--- src/lsu_pkg.sv ---
`default_nettype none

package lsu_pkg;

    localparam int XLEN = 64;
    localparam int OFFSET_W = 12;
    localparam int REG_IDX_W = 5;
    localparam int LANES = XLEN / 8;
    localparam int WB_FIFO_DEPTH = 2;
    localparam int WB_PTR_W = $clog2(WB_FIFO_DEPTH);
    localparam int WB_CNT_W = $clog2(WB_FIFO_DEPTH + 1);

    typedef logic [XLEN-1:0] xlen_t;
    typedef logic signed [OFFSET_W-1:0] offset_t;
    typedef logic [REG_IDX_W-1:0] reg_idx_t;
    typedef logic [LANES-1:0] byte_mask_t;
    typedef logic [$clog2(LANES)-1:0] byte_off_t;
    typedef logic [WB_PTR_W-1:0] wb_ptr_t;
    typedef logic [WB_CNT_W-1:0] wb_cnt_t;

    typedef enum logic [1:0] {
        MW_BYTE   = 2'd0,
        MW_HALF   = 2'd1,
        MW_WORD   = 2'd2,
        MW_DOUBLE = 2'd3
    } mem_width_e;

    // Issue packet, wb_en is high for loads
    typedef struct packed {
        xlen_t      pc;
        reg_idx_t   dst;
        logic       wb_en;
        xlen_t      base;
        offset_t    offset;
        xlen_t      source;
        logic       mem_unsigned;
        mem_width_e mem_width;
    } lsu_op_t;

    typedef struct packed {
        xlen_t      addr;
        xlen_t      wdata;
        byte_mask_t wmask;
        logic       wen;
    } mem_req_t;

    // Travels next to the request so the response can be aligned
    typedef struct packed {
        xlen_t      pc;
        reg_idx_t   dst;
        logic       wb_en;
        byte_off_t  byte_off;
        logic       mem_unsigned;
        mem_width_e mem_width;
    } ld_meta_t;

    typedef struct packed {
        xlen_t    result;
        xlen_t    pc;
        reg_idx_t dst;
        logic     wb_en;
    } wb_entry_t;

endpackage

`default_nettype wire

--- src/lsu_agen.sv ---
`timescale 1ns/1ps
`default_nettype none

module lsu_agen (
    input  wire                clk,
    input  wire                rst,
    input  wire lsu_pkg::lsu_op_t op,
    input  wire                op_valid,
    output logic               op_ready,
    input  wire                abort,
    output lsu_pkg::mem_req_t  ag_req,
    output lsu_pkg::ld_meta_t  ag_meta,
    output logic               ag_valid,
    input  wire                ag_take,
    output logic               unaligned_load,
    output logic               unaligned_store,
    output lsu_pkg::xlen_t     unaligned_epc
);

    lsu_pkg::xlen_t      eff_addr;
    lsu_pkg::xlen_t      store_lanes;
    lsu_pkg::byte_mask_t store_mask;
    logic                misaligned;
    logic                accept;
    logic                load_stage;

    // Base plus sign extended immediate
    assign eff_addr = op.base
        + {{(lsu_pkg::XLEN - lsu_pkg::OFFSET_W){op.offset[lsu_pkg::OFFSET_W-1]}}, op.offset};

    assign op_ready = !ag_valid || ag_take;
    assign accept = op_valid && op_ready;
    assign load_stage = accept && !abort && !misaligned;

    // Natural alignment per access width
    always_comb begin
        case (op.mem_width)
            lsu_pkg::MW_BYTE: misaligned = 1'b0;
            lsu_pkg::MW_HALF: misaligned = eff_addr[0];
            lsu_pkg::MW_WORD: misaligned = |eff_addr[1:0];
            default:          misaligned = |eff_addr[2:0];
        endcase
    end

    // Source is copied into every lane and the mask picks the live one
    always_comb begin
        case (op.mem_width)
            lsu_pkg::MW_BYTE: begin
                store_lanes = {8{op.source[7:0]}};
                store_mask = 8'b0000_0001 << eff_addr[2:0];
            end
            lsu_pkg::MW_HALF: begin
                store_lanes = {4{op.source[15:0]}};
                store_mask = 8'b0000_0011 << {eff_addr[2:1], 1'b0};
            end
            lsu_pkg::MW_WORD: begin
                store_lanes = {2{op.source[31:0]}};
                store_mask = 8'b0000_1111 << {eff_addr[2], 2'b00};
            end
            default: begin
                store_lanes = op.source;
                store_mask = 8'hff;
            end
        endcase
    end

    always_ff @(posedge clk) begin
        if (rst) begin
            ag_valid <= 1'b0;
            unaligned_load <= 1'b0;
            unaligned_store <= 1'b0;
        end else begin
            if (load_stage) begin
                ag_valid <= 1'b1;
            end else if (ag_take) begin
                ag_valid <= 1'b0;
            end
            // One cycle pulse whose kind follows wb_en
            unaligned_load <= accept && !abort && misaligned && op.wb_en;
            unaligned_store <= accept && !abort && misaligned && !op.wb_en;
        end
    end

    always_ff @(posedge clk) begin
        if (load_stage) begin
            ag_req.addr <= eff_addr;
            ag_req.wdata <= store_lanes;
            ag_req.wmask <= store_mask;
            ag_req.wen <= !op.wb_en;
            ag_meta.pc <= op.pc;
            ag_meta.dst <= op.dst;
            ag_meta.wb_en <= op.wb_en;
            ag_meta.byte_off <= eff_addr[2:0];
            ag_meta.mem_unsigned <= op.mem_unsigned;
            ag_meta.mem_width <= op.mem_width;
        end
        if (accept) begin
            unaligned_epc <= op.pc;
        end
    end

    // A faulting operation never reaches the stage register
    a_exc_no_stage: assert property (@(posedge clk) disable iff (rst)
        (unaligned_load || unaligned_store) |-> !ag_valid);

endmodule

`default_nettype wire

--- src/lsu_load_align.sv ---
`timescale 1ns/1ps
`default_nettype none

module lsu_load_align (
    input  wire lsu_pkg::ld_meta_t resp_meta,
    input  wire lsu_pkg::xlen_t    dm_resp_rdata,
    output lsu_pkg::wb_entry_t     entry
);

    logic [7:0]     lane_b;
    logic [15:0]    lane_h;
    logic [31:0]    lane_w;
    lsu_pkg::xlen_t extended;

    // Lane select from the offset inside the doubleword
    assign lane_b = dm_resp_rdata[{resp_meta.byte_off, 3'b000} +: 8];
    assign lane_h = dm_resp_rdata[{resp_meta.byte_off[2:1], 4'b0000} +: 16];
    assign lane_w = dm_resp_rdata[{resp_meta.byte_off[2], 5'b00000} +: 32];

    always_comb begin
        case (resp_meta.mem_width)
            lsu_pkg::MW_BYTE: begin
                if (resp_meta.mem_unsigned) begin
                    extended = {56'b0, lane_b};
                end else begin
                    extended = {{56{lane_b[7]}}, lane_b};
                end
            end
            lsu_pkg::MW_HALF: begin
                if (resp_meta.mem_unsigned) begin
                    extended = {48'b0, lane_h};
                end else begin
                    extended = {{48{lane_h[15]}}, lane_h};
                end
            end
            lsu_pkg::MW_WORD: begin
                if (resp_meta.mem_unsigned) begin
                    extended = {32'b0, lane_w};
                end else begin
                    extended = {{32{lane_w[31]}}, lane_w};
                end
            end
            default: extended = dm_resp_rdata;
        endcase
    end

    // Stores carry the raw read data
    assign entry.result = resp_meta.wb_en ? extended : dm_resp_rdata;
    assign entry.pc = resp_meta.pc;
    assign entry.dst = resp_meta.dst;
    assign entry.wb_en = resp_meta.wb_en;

endmodule

`default_nettype wire

--- src/lsu_mem_stage.sv ---
`timescale 1ns/1ps
`default_nettype none

module lsu_mem_stage (
    input  wire                    clk,
    input  wire                    rst,
    input  wire lsu_pkg::mem_req_t ag_req,
    input  wire lsu_pkg::ld_meta_t ag_meta,
    input  wire                    ag_valid,
    output logic                   ag_take,
    output lsu_pkg::mem_req_t      dm_req,
    output logic                   dm_req_valid,
    input  wire                    dm_req_ready,
    input  wire                    dm_resp_valid,
    input  wire                    q_space,
    output lsu_pkg::ld_meta_t      resp_meta,
    output logic                   resp_valid,
    output logic                   busy_mem
);

    logic outstanding;

    // Request is held in the agen register until accepted
    assign dm_req = ag_req;

    // One access at a time, and only with room for its result
    assign dm_req_valid = ag_valid && !outstanding && q_space;
    assign ag_take = dm_req_valid && dm_req_ready;

    assign resp_valid = dm_resp_valid && outstanding;
    assign busy_mem = outstanding;

    always_ff @(posedge clk) begin
        if (rst) begin
            outstanding <= 1'b0;
        end else if (ag_take) begin
            outstanding <= 1'b1;
        end else if (dm_resp_valid) begin
            outstanding <= 1'b0;
        end
    end

    // Metadata of the access in flight
    always_ff @(posedge clk) begin
        if (ag_take) begin
            resp_meta <= ag_meta;
        end
    end

    a_resp_outstanding: assert property (@(posedge clk) disable iff (rst)
        dm_resp_valid |-> outstanding);

    // Memory may stall, the request must not move meanwhile
    a_req_stable: assert property (@(posedge clk) disable iff (rst)
        (dm_req_valid && !dm_req_ready) |=> (dm_req_valid && $stable(dm_req)));

endmodule

`default_nettype wire

--- src/lsu_top.sv ---
`timescale 1ns/1ps
`default_nettype none

module lsu_top (
    input  wire                     clk,
    input  wire                     rst,
    input  wire lsu_pkg::lsu_op_t   op,
    input  wire                     op_valid,
    output logic                    op_ready,
    input  wire                     abort,
    output lsu_pkg::mem_req_t       dm_req,
    output logic                    dm_req_valid,
    input  wire                     dm_req_ready,
    input  wire lsu_pkg::xlen_t     dm_resp_rdata,
    input  wire                     dm_resp_valid,
    output lsu_pkg::wb_entry_t      wb,
    output logic                    wb_valid,
    input  wire                     wb_ready,
    output logic                    busy,
    output logic                    unaligned_load,
    output logic                    unaligned_store,
    output lsu_pkg::xlen_t          unaligned_epc
);

    lsu_pkg::mem_req_t  ag_req;
    lsu_pkg::ld_meta_t  ag_meta;
    logic               ag_valid;
    logic               ag_take;
    lsu_pkg::ld_meta_t  resp_meta;
    logic               resp_valid;
    logic               busy_mem;
    lsu_pkg::wb_entry_t align_entry;
    logic               q_space;
    logic               q_nonempty;

    assign busy = ag_valid || busy_mem || q_nonempty;

    lsu_agen lsu_agen_inst (
        .clk             (clk),
        .rst             (rst),
        .op              (op),
        .op_valid        (op_valid),
        .op_ready        (op_ready),
        .abort           (abort),
        .ag_req          (ag_req),
        .ag_meta         (ag_meta),
        .ag_valid        (ag_valid),
        .ag_take         (ag_take),
        .unaligned_load  (unaligned_load),
        .unaligned_store (unaligned_store),
        .unaligned_epc   (unaligned_epc)
    );

    lsu_mem_stage lsu_mem_stage_inst (
        .clk           (clk),
        .rst           (rst),
        .ag_req        (ag_req),
        .ag_meta       (ag_meta),
        .ag_valid      (ag_valid),
        .ag_take       (ag_take),
        .dm_req        (dm_req),
        .dm_req_valid  (dm_req_valid),
        .dm_req_ready  (dm_req_ready),
        .dm_resp_valid (dm_resp_valid),
        .q_space       (q_space),
        .resp_meta     (resp_meta),
        .resp_valid    (resp_valid),
        .busy_mem      (busy_mem)
    );

    lsu_load_align lsu_load_align_inst (
        .resp_meta     (resp_meta),
        .dm_resp_rdata (dm_resp_rdata),
        .entry         (align_entry)
    );

    // Slot is reserved when the memory accepts the request
    lsu_wb_fifo lsu_wb_fifo_inst (
        .clk        (clk),
        .rst        (rst),
        .in_entry   (align_entry),
        .in_valid   (resp_valid),
        .in_reserve (ag_take),
        .q_space    (q_space),
        .wb         (wb),
        .wb_valid   (wb_valid),
        .wb_ready   (wb_ready),
        .q_nonempty (q_nonempty)
    );

endmodule

`default_nettype wire

--- src/lsu_wb_fifo.sv ---
`timescale 1ns/1ps
`default_nettype none

module lsu_wb_fifo (
    input  wire                     clk,
    input  wire                     rst,
    input  wire lsu_pkg::wb_entry_t in_entry,
    input  wire                     in_valid,
    input  wire                     in_reserve,
    output logic                    q_space,
    output lsu_pkg::wb_entry_t      wb,
    output logic                    wb_valid,
    input  wire                     wb_ready,
    output logic                    q_nonempty
);

    lsu_pkg::wb_entry_t slots [lsu_pkg::WB_FIFO_DEPTH];
    lsu_pkg::wb_ptr_t   wr_ptr;
    lsu_pkg::wb_ptr_t   rd_ptr;
    lsu_pkg::wb_cnt_t   count;
    lsu_pkg::wb_cnt_t   occupancy;
    logic               reserved;
    logic               pop;

    assign pop = wb_valid && wb_ready;

    // Held entries plus the one access still in memory
    assign occupancy = count + lsu_pkg::wb_cnt_t'(reserved);
    assign q_space = occupancy < lsu_pkg::wb_cnt_t'(lsu_pkg::WB_FIFO_DEPTH);

    // Head falls through
    assign wb = slots[rd_ptr];
    assign wb_valid = count != '0;
    assign q_nonempty = wb_valid;

    always_ff @(posedge clk) begin
        if (rst) begin
            wr_ptr <= '0;
            rd_ptr <= '0;
            count <= '0;
            reserved <= 1'b0;
        end else begin
            if (in_valid) begin
                wr_ptr <= wr_ptr + 1'b1;
            end
            if (pop) begin
                rd_ptr <= rd_ptr + 1'b1;
            end
            case ({in_valid, pop})
                2'b10:   count <= count + 1'b1;
                2'b01:   count <= count - 1'b1;
                default: count <= count;
            endcase
            if (in_reserve) begin
                reserved <= 1'b1;
            end else if (in_valid) begin
                reserved <= 1'b0;
            end
        end
    end

    always_ff @(posedge clk) begin
        if (in_valid) begin
            slots[wr_ptr] <= in_entry;
        end
    end

    a_no_overflow: assert property (@(posedge clk) disable iff (rst)
        in_valid |-> (count < lsu_pkg::wb_cnt_t'(lsu_pkg::WB_FIFO_DEPTH)));

endmodule

`default_nettype wire

--- config.mk ---
export PLATFORM = sky130hd
export DESIGN_NAME = lsu_top
export DESIGN_NICKNAME = d
export VERILOG_FILES = /design/src/lsu_pkg.sv /design/src/lsu_agen.sv /design/src/lsu_load_align.sv /design/src/lsu_mem_stage.sv /design/src/lsu_top.sv /design/src/lsu_wb_fifo.sv
export SDC_FILE = /design/constraint.sdc
export NUM_CORES = 1
export LEC_CHECK = 0
export BUFFER_PORTS_ARGS = -buffer_cell sky130_fd_sc_hd__buf_2
export CORE_AREA = 2 2 216 324
export CTS_CLUSTER_SIZE = 24
export DETAILED_ROUTE_END_ITERATION = 10
export DIE_AREA = 0 0 218 326
export SETUP_SLACK_MARGIN = 0.02
export SYNTH_ARGS = -nofsm -noshare
export SYNTH_HDL_FRONTEND = slang
export SYNTH_SLANG_ARGS = --single-unit
--- constraint.sdc ---
create_clock -name clk -period 10.6 [get_ports clk]
set_input_delay 2.12 -clock clk [delete_from_list [all_inputs] [get_ports clk]]
set_output_delay 2.12 -clock clk [all_outputs]
set_load 0.01 [all_outputs]
Yosys cells after proc, flatten, opt, wreduce, memory -nomap -nowiden --
Memory sizes are Yosys's and may differ from the RTL's. A register that Yosys moved wholly into a read port is not among the register bits. Index checks and enable logic that the tools add are counted.
Storage, ports and cells: flip-flop bits (word level) 362, RAM bits 268, bits of input ports 284, memories kept 1
Cells by class: add/subtract/negate cells 6, order comparisons 1, equality and inequality tests 6, shifts and indexed selects 6, muxes and demuxes 19, reductions and logical operators 28
Memories:
- lsu_wb_fifo_inst.slots | words 2, bits a word 134, rd ports 1, clocked after memory_dff 1, wr ports 1, line lsu_wb_fifo.sv:17 | lsu_pkg::wb_entry_t slots [lsu_pkg::WB_FIFO_DEPTH];
Operator list (count):
- one-hot mux 64 bit (3 select lines) | 2
- 2-to-1 mux 64 bit | 4
- adder 64 bit | 1
- variable part select 64 x 7 -> 16 bit | 1
- variable part select 64 x 7 -> 32 bit | 1
- variable part select 64 x 7 -> 8 bit | 1
- one-hot mux 8 bit (3 select lines) | 1
- logical AND 1 bit | 11
- 2-to-1 mux 1 bit | 10
- nonzero test 2 bit | 5
- << shifter 1 x 3 -> 8 bit, first input constant | 1
- << shifter 2 x 3 -> 8 bit, first input constant | 1
- << shifter 4 x 3 -> 8 bit, first input constant | 1
- equality test 2 x 1 -> 1 bit, second input constant | 3
- equality test 2 bit, second input constant | 3
- zero test 1 bit | 5
- zero test 2 bit | 2
- one-hot mux 2 bit (2 select lines) | 1
- logical OR 1 bit | 3
- one-hot mux 1 bit (3 select lines) | 1
- OR reduction 3 bit | 1
- adder 1 bit, second input constant | 2
- adder 2 x 1 -> 2 bit | 1
- adder 2 x 1 -> 2 bit, second input constant | 1
- other kinds (3) | 3

Depth between registers and ports, before layout --
Gate-level depths: netlist (run 1).
depth after elaboration 9, depth in mapped cells 11, gate-level depth less buffers 11

Modules after synthesis --
From an unflattened synthesis (run 1), not the netlist that was laid out.
Unflattened totals: cells, all modules 2005, area, all modules 28927.7 um2
By module, submodules not included:
- lsu_agen | times used 1, cells each 995, area an instance 13256.5 um2, seq. area each 8287.9 um2
- lsu_wb_fifo | times used 1, cells each 445, area an instance 9930.8 um2, seq. area each 8167.8 um2
- lsu_mem_stage | times used 1, cells each 221, area an instance 3388.2 um2, seq. area each 2302.2 um2
- lsu_load_align | times used 1, cells each 343, area an instance 2346.0 um2, seq. area each 0.0 um2
- lsu_top | times used 1, cells each 1, area an instance 6.3 um2, seq. area each 0.0 um2

Worst setup path after synthesis (run 1) --
No wires, ideal clock.
path type input port to flip-flop, start point in dm_resp_valid, end point mem lsu_wb_fifo_inst.slots[0][0] (netlist name) (enable), setup time 0.629 ns, arrival 7.801 ns, required time 9.971 ns, setup slack 2.170 ns, stages on the path 2, path buffers 0, cells stage by stage nand2_1 -> nor2_1
On the way: cells in the longest elaborated chain, start to end 3
RTL lines:
- start: declaration | line lsu_top.sv:15 | input wire dm_resp_valid,
- logical AND 1 bit | line lsu_mem_stage.sv:30 | assign resp_valid = dm_resp_valid && outstanding;
- 2-to-1 mux 1 bit | line lsu_wb_fifo.sv:63 | if (in_valid) begin
- 2-to-1 mux 1 bit (not written as such) | line lsu_wb_fifo.sv:64 | slots[wr_ptr] <= in_entry;
- end: declaration | line lsu_wb_fifo.sv:17
No other way between the ends.

Worst setup path after layout (run 1) --
start point in op[67] (netlist name), end point reg, netlist name lsu_agen_inst.ag_req[26]
On the way: cells in the longest elaborated chain, start to end 5, elaborated cells on any way between the ends 6, those cells by class add/sub: 1; mux: 1; reduce/logical: 4
RTL lines:
- start: declaration | line lsu_top.sv:7 | input wire lsu_pkg::lsu_op_t op,
- adder 64 bit | line lsu_agen.sv:29 | + {{(lsu_pkg::XLEN - lsu_pkg::OFFSET_W){op.offset[lsu_pkg::OFFSET_W-1]}}, op.offset};
- net lsu_agen_inst.eff_addr[2] | line lsu_agen.sv:20 | lsu_pkg::xlen_t eff_addr;
- OR reduction 3 bit | line lsu_agen.sv:41 | default: misaligned = |eff_addr[2:0];
- one-hot mux 1 bit (3 select lines) | line lsu_agen.sv:37 | case (op.mem_width)
- zero test 1 bit | line lsu_agen.sv:33 | assign load_stage = accept && !abort && !misaligned;
- logical AND 1 bit | line lsu_agen.sv:33
- net lsu_agen_inst.load_stage | line lsu_agen.sv:25 | logic load_stage;
The timed path passes the listed nets, and every way through them passes these cells. A chain may end at the register's enable or synchronous reset.

==> flow_summary.ini, run 1 <==
[yosys]
synthFlopType = edfxtp_1
synth_top_cell_by_area = edfxtp_1
syn_inst = 1753
synth_nets = 2102
yosysMostFrequentCell = edfxtp_1
ys_ff_latch = 628
synth-edff-count = 618
synth_top_cells_by_count = edfxtp_1, mux2_2, nand2_1, a21oi_1, nor2_1
synth-seq-area-share_pct = 69.4
yosysUniqueCellTypes = 78
synthTopCellsByArea = edfxtp_1, mux2_2, ha_1
avgSynthCellArea_sq_um = 15.4
netlist_area_sq_mm = 0.0270
async_flop_share_pct = 0
ys_warn_count = 0
synth.top_cell.area_share_pct = 68.6

[pwr]
leakage_nw = 12.7
peakVddDrop_uv = 137
powerDensity_mw_per_mm2 = 172
total_power_mw = 5.71

[cts]
path_clk_slew_ps = 70
h-tree-depth = 2
clockBufferDepth = 3
cts_made_buffers = 59
post_cts_buffers = 0
root_buffer = clkbuf_16
cts.sinks = 628
cts_tree = yes
cts-resized-gates = 0
insertion_delay_ps = 620
hold_buffers = 0

[sta]
hold_slack_ps = 404
hold_violations = 0
final-setup-viol-count = 0
fmax_mhz = 182
layout_setup_ws_ps = 5110
finalMaxSlewViolations = 0
worst_pin_slew_ps = 1040
slew_headroom_pct = 30.8
fin_tns_setup_ps = 0
fin_crit_ps = 5490
skew_ps = 21.7
min_period_over_period_pct = 51.8
rsz0062_at_grt = no

[worst_setup_path]
crit_fanout = 129
cp.arrival_ps = 5740
crit_required_ps = 10850
critPathKind = in2reg
end_kind = flop
critPathLaunchType = input port

[global_route]
met2_usage_pct = 40.5
grtUsageMet1_pct = 25.3
top_usage_layer = met2
grt_max_degree = 130
antenna_found_initial = 16
grt_pass1_wl_um = 117000
grt_use_met3_pct = 4.73
grt_usage_pct = 22.2
grt_pass1_vias = 18000
gr-total-overflow = 0

[floorplanning]
die_x_um = 218
num_rows = 118
dieHeight_um = 326
die_area_sq_mm = 0.0711
core_area_sq_mm = 0.0685
start_util_pct = 39.5
ioPinCount = 625

[placement]
dp_hpwl_um = 60600
place_congestion = 0.933
port_buffers = 624
place_inst = 3223
dp_slack_ps = 4510

[cells_and_area]
finalNonFillerCells = 3337
nFillCells = 6001
nets = 2733
drive_gt1_share_pct = 39.5
synthToLayoutAreaGrowth_pct = 22.9

[job]
cap_violations = 0

[routing]
drt_iter0_drc = 1223
viasPerCell = 5.28
routedWlPerCell_um = 24.2
ant_nets = 0
num_vias = 17600
firstDrtPassIters = 5
drt_wl_total_um = 80900
drc = 0

[outcome]
outcome = finished clean

[hold_path]
min_path_type = reg2reg
## kinds of logic (layout without fill, tap and decap cells)
family	count (synthesis)	count (layout)	share of synthesized area (%)
buffers and inverters	111	790	1.67
xor gates and xnor gates	60	60	1.94
AOI/OAI and AO/OA	339	339	8.10
adders and majority gates	65	65	3.03
DFF	628	628	69.4
muxes	231	231	10.4
and+or+nand+nor	319	319	5.47
other	0	5	0
## flip-flops by register name, summed over array words and instances (netlist names), named ones only
name	count
lsu_agen_inst.ag_meta	75
lsu_agen_inst.ag_req	135
lsu_agen_inst.ag_valid	1
lsu_agen_inst.unaligned_epc	64
lsu_agen_inst.unaligned_load	1
lsu_agen_inst.unaligned_store	1
lsu_mem_stage_inst.busy_mem	1
lsu_mem_stage_inst.resp_meta	76
lsu_wb_fifo_inst.count	2
lsu_wb_fifo_inst.rd_ptr	1
lsu_wb_fifo_inst.reserved	1
lsu_wb_fifo_inst.slots	268
lsu_wb_fifo_inst.wr_ptr	1
## routing by layer
layer	vias to the layer above	share of wire, %
met5	-	0.094
met4	14	3.6
met3	138	6.5
met2	693	53
met1	8734	37
li1	8052	-
## where the power goes
group | total [mW] | internal [mW] | switching [mW]
registers | 2.84 | 2.82 | 0.0231
clock network | 2.25 | 1.30 | 0.943
logic | 0.622 | 0.235 | 0.387
total | 5.71 | 4.36 | 1.35
## final cells by class
class,instances,area [sq um],area share [%]
antenna,5,12.5,0.0376
sequential,628,18800,56.4
clock buffer,67,1560,4.69
multi-input combinational,1014,7860,23.7
tap,900,1130,3.39
clock inverter,42,497,1.49
timing repair buffer,643,3270,9.83
inverter,38,154,0.463
## cells in the final DEF (no fill, tap or decap), types with 16 or more instances in the layout
cell type,netlist,routed
nor2_1,85,84
mux2_2,167,167
xnor2_1,34,34
o21ai_0,62,62
inv_1,37,34
ha_1,64,64
mux2i_1,40,40
xor2_1,26,26
a21oi_1,114,114
mux4_2,24,24
edfxtp_1,618,618
o22a_1,25,25
nand2_1,130,130
a21o_1,28,28
buf_2,11,624
buf_4,5,19
clkbuf_16,0,61
clkinv_2,0,16
o21bai_1,19,19
## path summary, 6_finish.rpt
path	startpoint	endpoint	slack, ps	cells past startpoint
min	lsu_agen_inst.ag_meta[45]	lsu_mem_stage_inst.resp_meta[45]	400	0
max reg2reg	lsu_wb_fifo_inst.count[0]	lsu_agen_inst.ag_req[26]	6860	9
min reg2reg	lsu_agen_inst.ag_meta[45]	lsu_mem_stage_inst.resp_meta[45]	400	0
max	op[67]	lsu_agen_inst.ag_req[26]	5110	11
## critical path, cell delays in order
cell	delay [ps]
buf_2	80
ha_1	200
inv_1	70
fa_1	420
xor2_1	340
inv_1	180
a21oi_1	160
o21ai_0	120
or3_1	490
inv_8	700
buf_4	670
## stage by stage
stage / instance area, sq um / util [%]
floorplan: 27000 / -
CTS: 33200 / 48.5
detailed placement: 31200 / 45.5
finish: 33200 / 48.5
global route: 33200 / 48.5
global placement: 31200 / 45.5
Note: power is estimated with default switching activity, not from simulation.
==> run 2: changes to the inputs <==
- clock period: 10.6 -> 4.8 ns (I/O delays scaled with it)
==> run 2 against run 1 <==
Effect of this change:
- non-clock buffer count grew 6
- cell area rose by 0.29%
- sequential power rose by 120%
- hold slack better by 3.3 ps
- total power grew 120%
- sequential share of layout area fell by 0.16 points
==> flow_summary.ini, run 2 (same netlist as run 1, synthesis figures left out) <==
[outcome]
outcome = finished clean

[cts]
cts.sinks = 628
hold_buffers = 0
insertion_delay_ps = 630
root_buffer = clkbuf_16
cts_tree = yes
cts_made_buffers = 59
post_cts_buffers = 0
path_clk_slew_ps = 70
clockBufferDepth = 3
cts-resized-gates = 0
h-tree-depth = 2

[global_route]
gr-total-overflow = 0
grt_max_degree = 119
grt_pass1_vias = 18300
antenna_found_initial = 8
grt_usage_pct = 22.3
grt_pass1_wl_um = 118000

[sta]
min_period_over_period_pct = 76.8
finalMaxSlewViolations = 0
fin_crit_ps = 3690
fmax_mhz = 271
slew_headroom_pct = 39.3
hold_violations = 0
skew_ps = 13.4
rsz0062_at_grt = no
fin_tns_setup_ps = 0
final-setup-viol-count = 0
worst_pin_slew_ps = 908
hold_slack_ps = 407

[hold_path]
hold_depth = 0
min_path_type = reg2reg
holdPathEnd = lsu_mem_stage_inst.resp_meta[46]
hp-start = lsu_agen_inst.ag_meta[46]

[routing]
drt_wl_total_um = 81100
routedWlPerCell_um = 24.3
viasPerCell = 5.34
drt_iter0_drc = 1410
ant_nets = 0
firstDrtPassIters = 5
num_vias = 17800
drc = 0

[cells_and_area]
synthToLayoutAreaGrowth_pct = 23.2
largest_register = lsu_wb_fifo_inst.slots
drive_gt1_share_pct = 40.0
largest_register_ffs = 268
final_common_cell = buf_2
nets = 2739
post-route-util_pct = 48.7
final_area_sq_mm = 0.0333
top_regs = lsu_wb_fifo_inst.slots (268), lsu_agen_inst.ag_req (135), lsu_mem_stage_inst.resp_meta (76)
final_cell_mix = buf_2, edfxtp_1, mux2_2

[worst_setup_path]
worst_path_largest_cell_delay_ps = 600
path_cells = buf_2, buf_12, ha_1, a21oi_1, o21ai_0, a2111oi_0, o21ai_0, a21oi_1, o21ai_2, a221oi_2, xnor2_1
critPathLaunchType = input port
r2r-end = lsu_wb_fifo_inst.slots[1][125]
crit_fanout = 23
cp.arrival_ps = 4080
crit_required_ps = 5190
regToRegSetupSlack_ps = 1690
crit_slowest_cell = a2111oi_0
r2r-start = lsu_mem_stage_inst.resp_meta[4]
end_kind = flop
reg2reg_depth = 8
critPathKind = in2reg

[placement]
port_buffers = 624
dp_hpwl_um = 60000
placed_area_sq_mm = 0.0313
place_congestion = 0.909

[floorplanning]
num_rows = 118
core_area_sq_mm = 0.0685
ioPinCount = 625
die_area_sq_mm = 0.0711
dieHeight_um = 326
die_x_um = 218
start_util_pct = 39.5

[pwr]
powerDensity_mw_per_mm2 = 376
peakVddDrop_uv = 355
leakage_nw = 12.7

[job]
cap_violations = 0
==> run 2: area by class of cell <==
cell class | instances | area, sq um
clock buffer | 63 | 1490
multi-input combinational | 1014 | 7890
timing repair buffer | 649 | 3390
fill | 6021 | 35200
tap | 900 | 1130
clock inverter | 47 | 524
antenna | 3 | 7.51
inverter | 38 | 150
sequential | 628 | 18800
==> run 2: per-layer routing <==
layer / track usage [%] / vias to the layer above / wire length, um
met4: 7.79 / 4 / 2660
met2: 40.4 / 738 / 42900
met1: 26.4 / 8900 / 30200
met3: 4.09 / 130 / 5350
met5: 0 / - / 23
li1: - / 8059 / -
==> run 2: report_power, final <==
group | internal, mW | switching [mW] | total [mW]
clock | 2.71 | 2.17 | 4.89
combinational | 0.532 | 0.841 | 1.37
sequential | 6.23 | 0.0541 | 6.28
==> run 2: how the worst max path moves through the flow <==
stage	start	to	slack (ps)	depth (start not counted)
floorplan	op[67]	lsu_agen_inst.ag_meta[0]	-810	9
global placement	op[78]	lsu_agen_inst.ag_req[135]	440	11
detailed placement	op[78]	lsu_agen_inst.ag_req[135]	430	11
CTS	op[78]	lsu_agen_inst.ag_req[135]	1110	11
global route	op[78]	lsu_agen_inst.ag_req[135]	860	11
finish	op[78]	lsu_agen_inst.ag_req[135]	1110	11
==> run 2: through the flow <==
step | std cells | setup slack (ps) | total power [mW]
floorplan | 1753 | -813 | 7.18
global placement | 3229 | 437 | 7.75
detailed placement | 3229 | 431 | 7.76
CTS | 3339 | 1110 | 12.7
global route | 3342 | 856 | 13.0
finish | 3342 | 1110 | 12.5
==> run 2: worst max-delay path, delay by kind of cell <==
family / cells / cell delay [ps]
AO/OA/AOI/OAI: 7 / 2030
buffers and inverters: 2 / 670
XOR/XNOR: 1 / 90
adder cells (fa/ha/maj): 1 / 300
==> run 3: changes to the inputs <==
- clock period: 4.8 -> 3.4 ns (I/O delays scaled with it)
==> run 3 against run 2 <==
Effect of this change:
- hold slack got worse by 180 ps
- total power rose by 42%
- global-route usage rose by 1.0 points
- clock power rose by 35%
- setup slack got worse by 850 ps
==> flow_summary.ini, run 3 (same netlist as run 1, synthesis figures left out) <==
[outcome]
outcome = finished clean

[cts]
cts_tree = yes
clockBufferDepth = 3
root_buffer = clkbuf_16
hold_buffers = 0
path_clk_slew_ps = 70
insertion_delay_ps = 640
post_cts_buffers = 0
h-tree-depth = 2
cts.sinks = 628
cts_made_buffers = 58

[sta]
min_period_over_period_pct = 92.2
skew_ps = 23.0
fmax_mhz = 319
worst_pin_slew_ps = 837
fin_crit_ps = 3130
slew_headroom_pct = 44.1
rsz0062_at_grt = no
fin_tns_setup_ps = 0
final-setup-viol-count = 0
finalMaxSlewViolations = 0
hold_violations = 0

[floorplanning]
die_area_sq_mm = 0.0711
start_util_pct = 39.5
num_rows = 118
ioPinCount = 625
die_x_um = 218
core_area_sq_mm = 0.0685
dieHeight_um = 326

[cells_and_area]
drive_gt1_share_pct = 43.7
multiInputGateArea_sq_mm = 0.00789
nets = 2910
top_regs = lsu_wb_fifo_inst.slots (268), lsu_agen_inst.ag_req (135), lsu_mem_stage_inst.resp_meta (76)
post-route-util_pct = 50.7
largest_register = lsu_wb_fifo_inst.slots
register_area_sq_mm = 0.0188
final_cell_mix = buf_2, edfxtp_1, buf_4
nFillCells = 5952
largest_register_ffs = 268
final_common_cell = buf_2
synthToLayoutAreaGrowth_pct = 28.4

[placement]
port_buffers = 624
dp_hpwl_um = 65400
place_congestion = 0.975

[worst_setup_path]
critPathKind = in2reg
crit_fanout = 9
cp_top_family = compound AO/OA/AOI/OAI gates
end_kind = flop
crit_slowest_cell = nand4_1
r2r-end = lsu_wb_fifo_inst.slots[1][123]
cp.arrival_ps = 3520
regToRegSetupSlack_ps = 720
path_buf_inv = 5
crit_top_cell = buf_4
reg2reg_depth = 6
path_cells = buf_2, buf_12, buf_4, ha_1, a21oi_1, buf_4, nand2_1, a31oi_2, nand4_1, buf_4, a21oi_1, nor3_1, nor2_1, xnor2_1
r2r-start = lsu_mem_stage_inst.resp_meta[5]
crit_required_ps = 3790
critPathLaunchType = input port
worst_path_largest_cell_delay_ps = 400

[hold_path]
holdPathEnd = lsu_agen_inst.ag_meta[53]
hold_depth = 1
min_path_type = in2reg
hp-start = op[190]

[job]
cap_violations = 0

[routing]
num_vias = 18500
drc = 0
viasPerCell = 5.27
drt_wl_total_um = 85100
firstDrtPassIters = 5
drt_iter0_drc = 1493
ant_nets = 0
routedWlPerCell_um = 24.2

[pwr]
peakVddDrop_uv = 414
powerDensity_mw_per_mm2 = 511
leakage_nw = 13.5

[global_route]
grt_pass1_vias = 19100
gr-total-overflow = 0
grt_usage_pct = 23.4
grt_pass1_wl_um = 123000
antenna_found_initial = 10
grt_max_degree = 107
## run 3: cell count changes in the layout (fill, tap and decap cells not counted), moves of 2 or more
cell and delta:
clkbuf_1 +6, bufinv_16 -2, clkinv_8 -2, buf_4 +157, buf_12 +15, clkinvlp_4 -2
clkinv_2 -2
## run 3: metal layers
| layer | wire (um) | track usage (%) |
|---|---|---|
| met1 | 31100 | 26.6 |
| met2 | 45900 | 43.8 |
| met3 | 5310 | 4.08 |
| met4 | 2760 | 7.50 |
| met5 | 59 | 0 |
## run 3: cell type report
class	instances	area share (%)
Sequential cell	628	54.0
Multi-Input combinational cell	1014	22.7
Timing Repair Buffer	821	14.0
Clock buffer	68	4.29
Tap cell	900	3.24
Clock inverter	41	1.26
Inverter	38	0.432
Antenna cell	3	0.0216
## run 3: worst max path at each step
stage | from | end | slack (ps) | depth (start not counted)
floorplan | op[67] | lsu_agen_inst.ag_meta[0] | -1930 | 9
global placement | op[78] | lsu_agen_inst.ag_req[111] | -590 | 14
detailed placement | op[78] | lsu_agen_inst.ag_req[111] | -560 | 14
CTS | op[78] | lsu_agen_inst.ag_req[111] | 130 | 14
global route | op[78] | lsu_agen_inst.ag_req[111] | 170 | 14
finish | op[78] | lsu_agen_inst.ag_req[111] | 270 | 14
## run 3: report_power, final
| part | leakage (nW) | internal, mW | switching, mW | total (mW) |
|---|---|---|---|---|
| registers | 5.73 | 8.79 | 0.0804 | 8.87 |
| clock network | 0.912 | 3.64 | 2.99 | 6.62 |
| logic | 6.90 | 0.974 | 1.29 | 2.27 |
| total | 13.5 | 13.4 | 4.36 | 17.8 |
## run 3: per-stage QoR
step / power [mW] / area [sq um] / std cells / hold WS, ps / setup slack, ps
floorplan: 10.1 / 27100 / 1753 / 400 / -1930
global placement: 11.3 / 32800 / 3401 / 401 / -585
detailed placement: 11.3 / 32800 / 3401 / 405 / -561
CTS: 17.9 / 34700 / 3510 / 175 / 130
global route: 18.4 / 34700 / 3512 / 184 / 169
finish: 17.8 / 34700 / 3513 / 230 / 267
## run 3: timing repair
| action | CTS | global route |
|---|---|---|
| endpoints found under the setup margin | 0 | 3 |
| endpoints found under the hold margin | 0 | 0 |
| gates resized for setup | 0 | 1 |
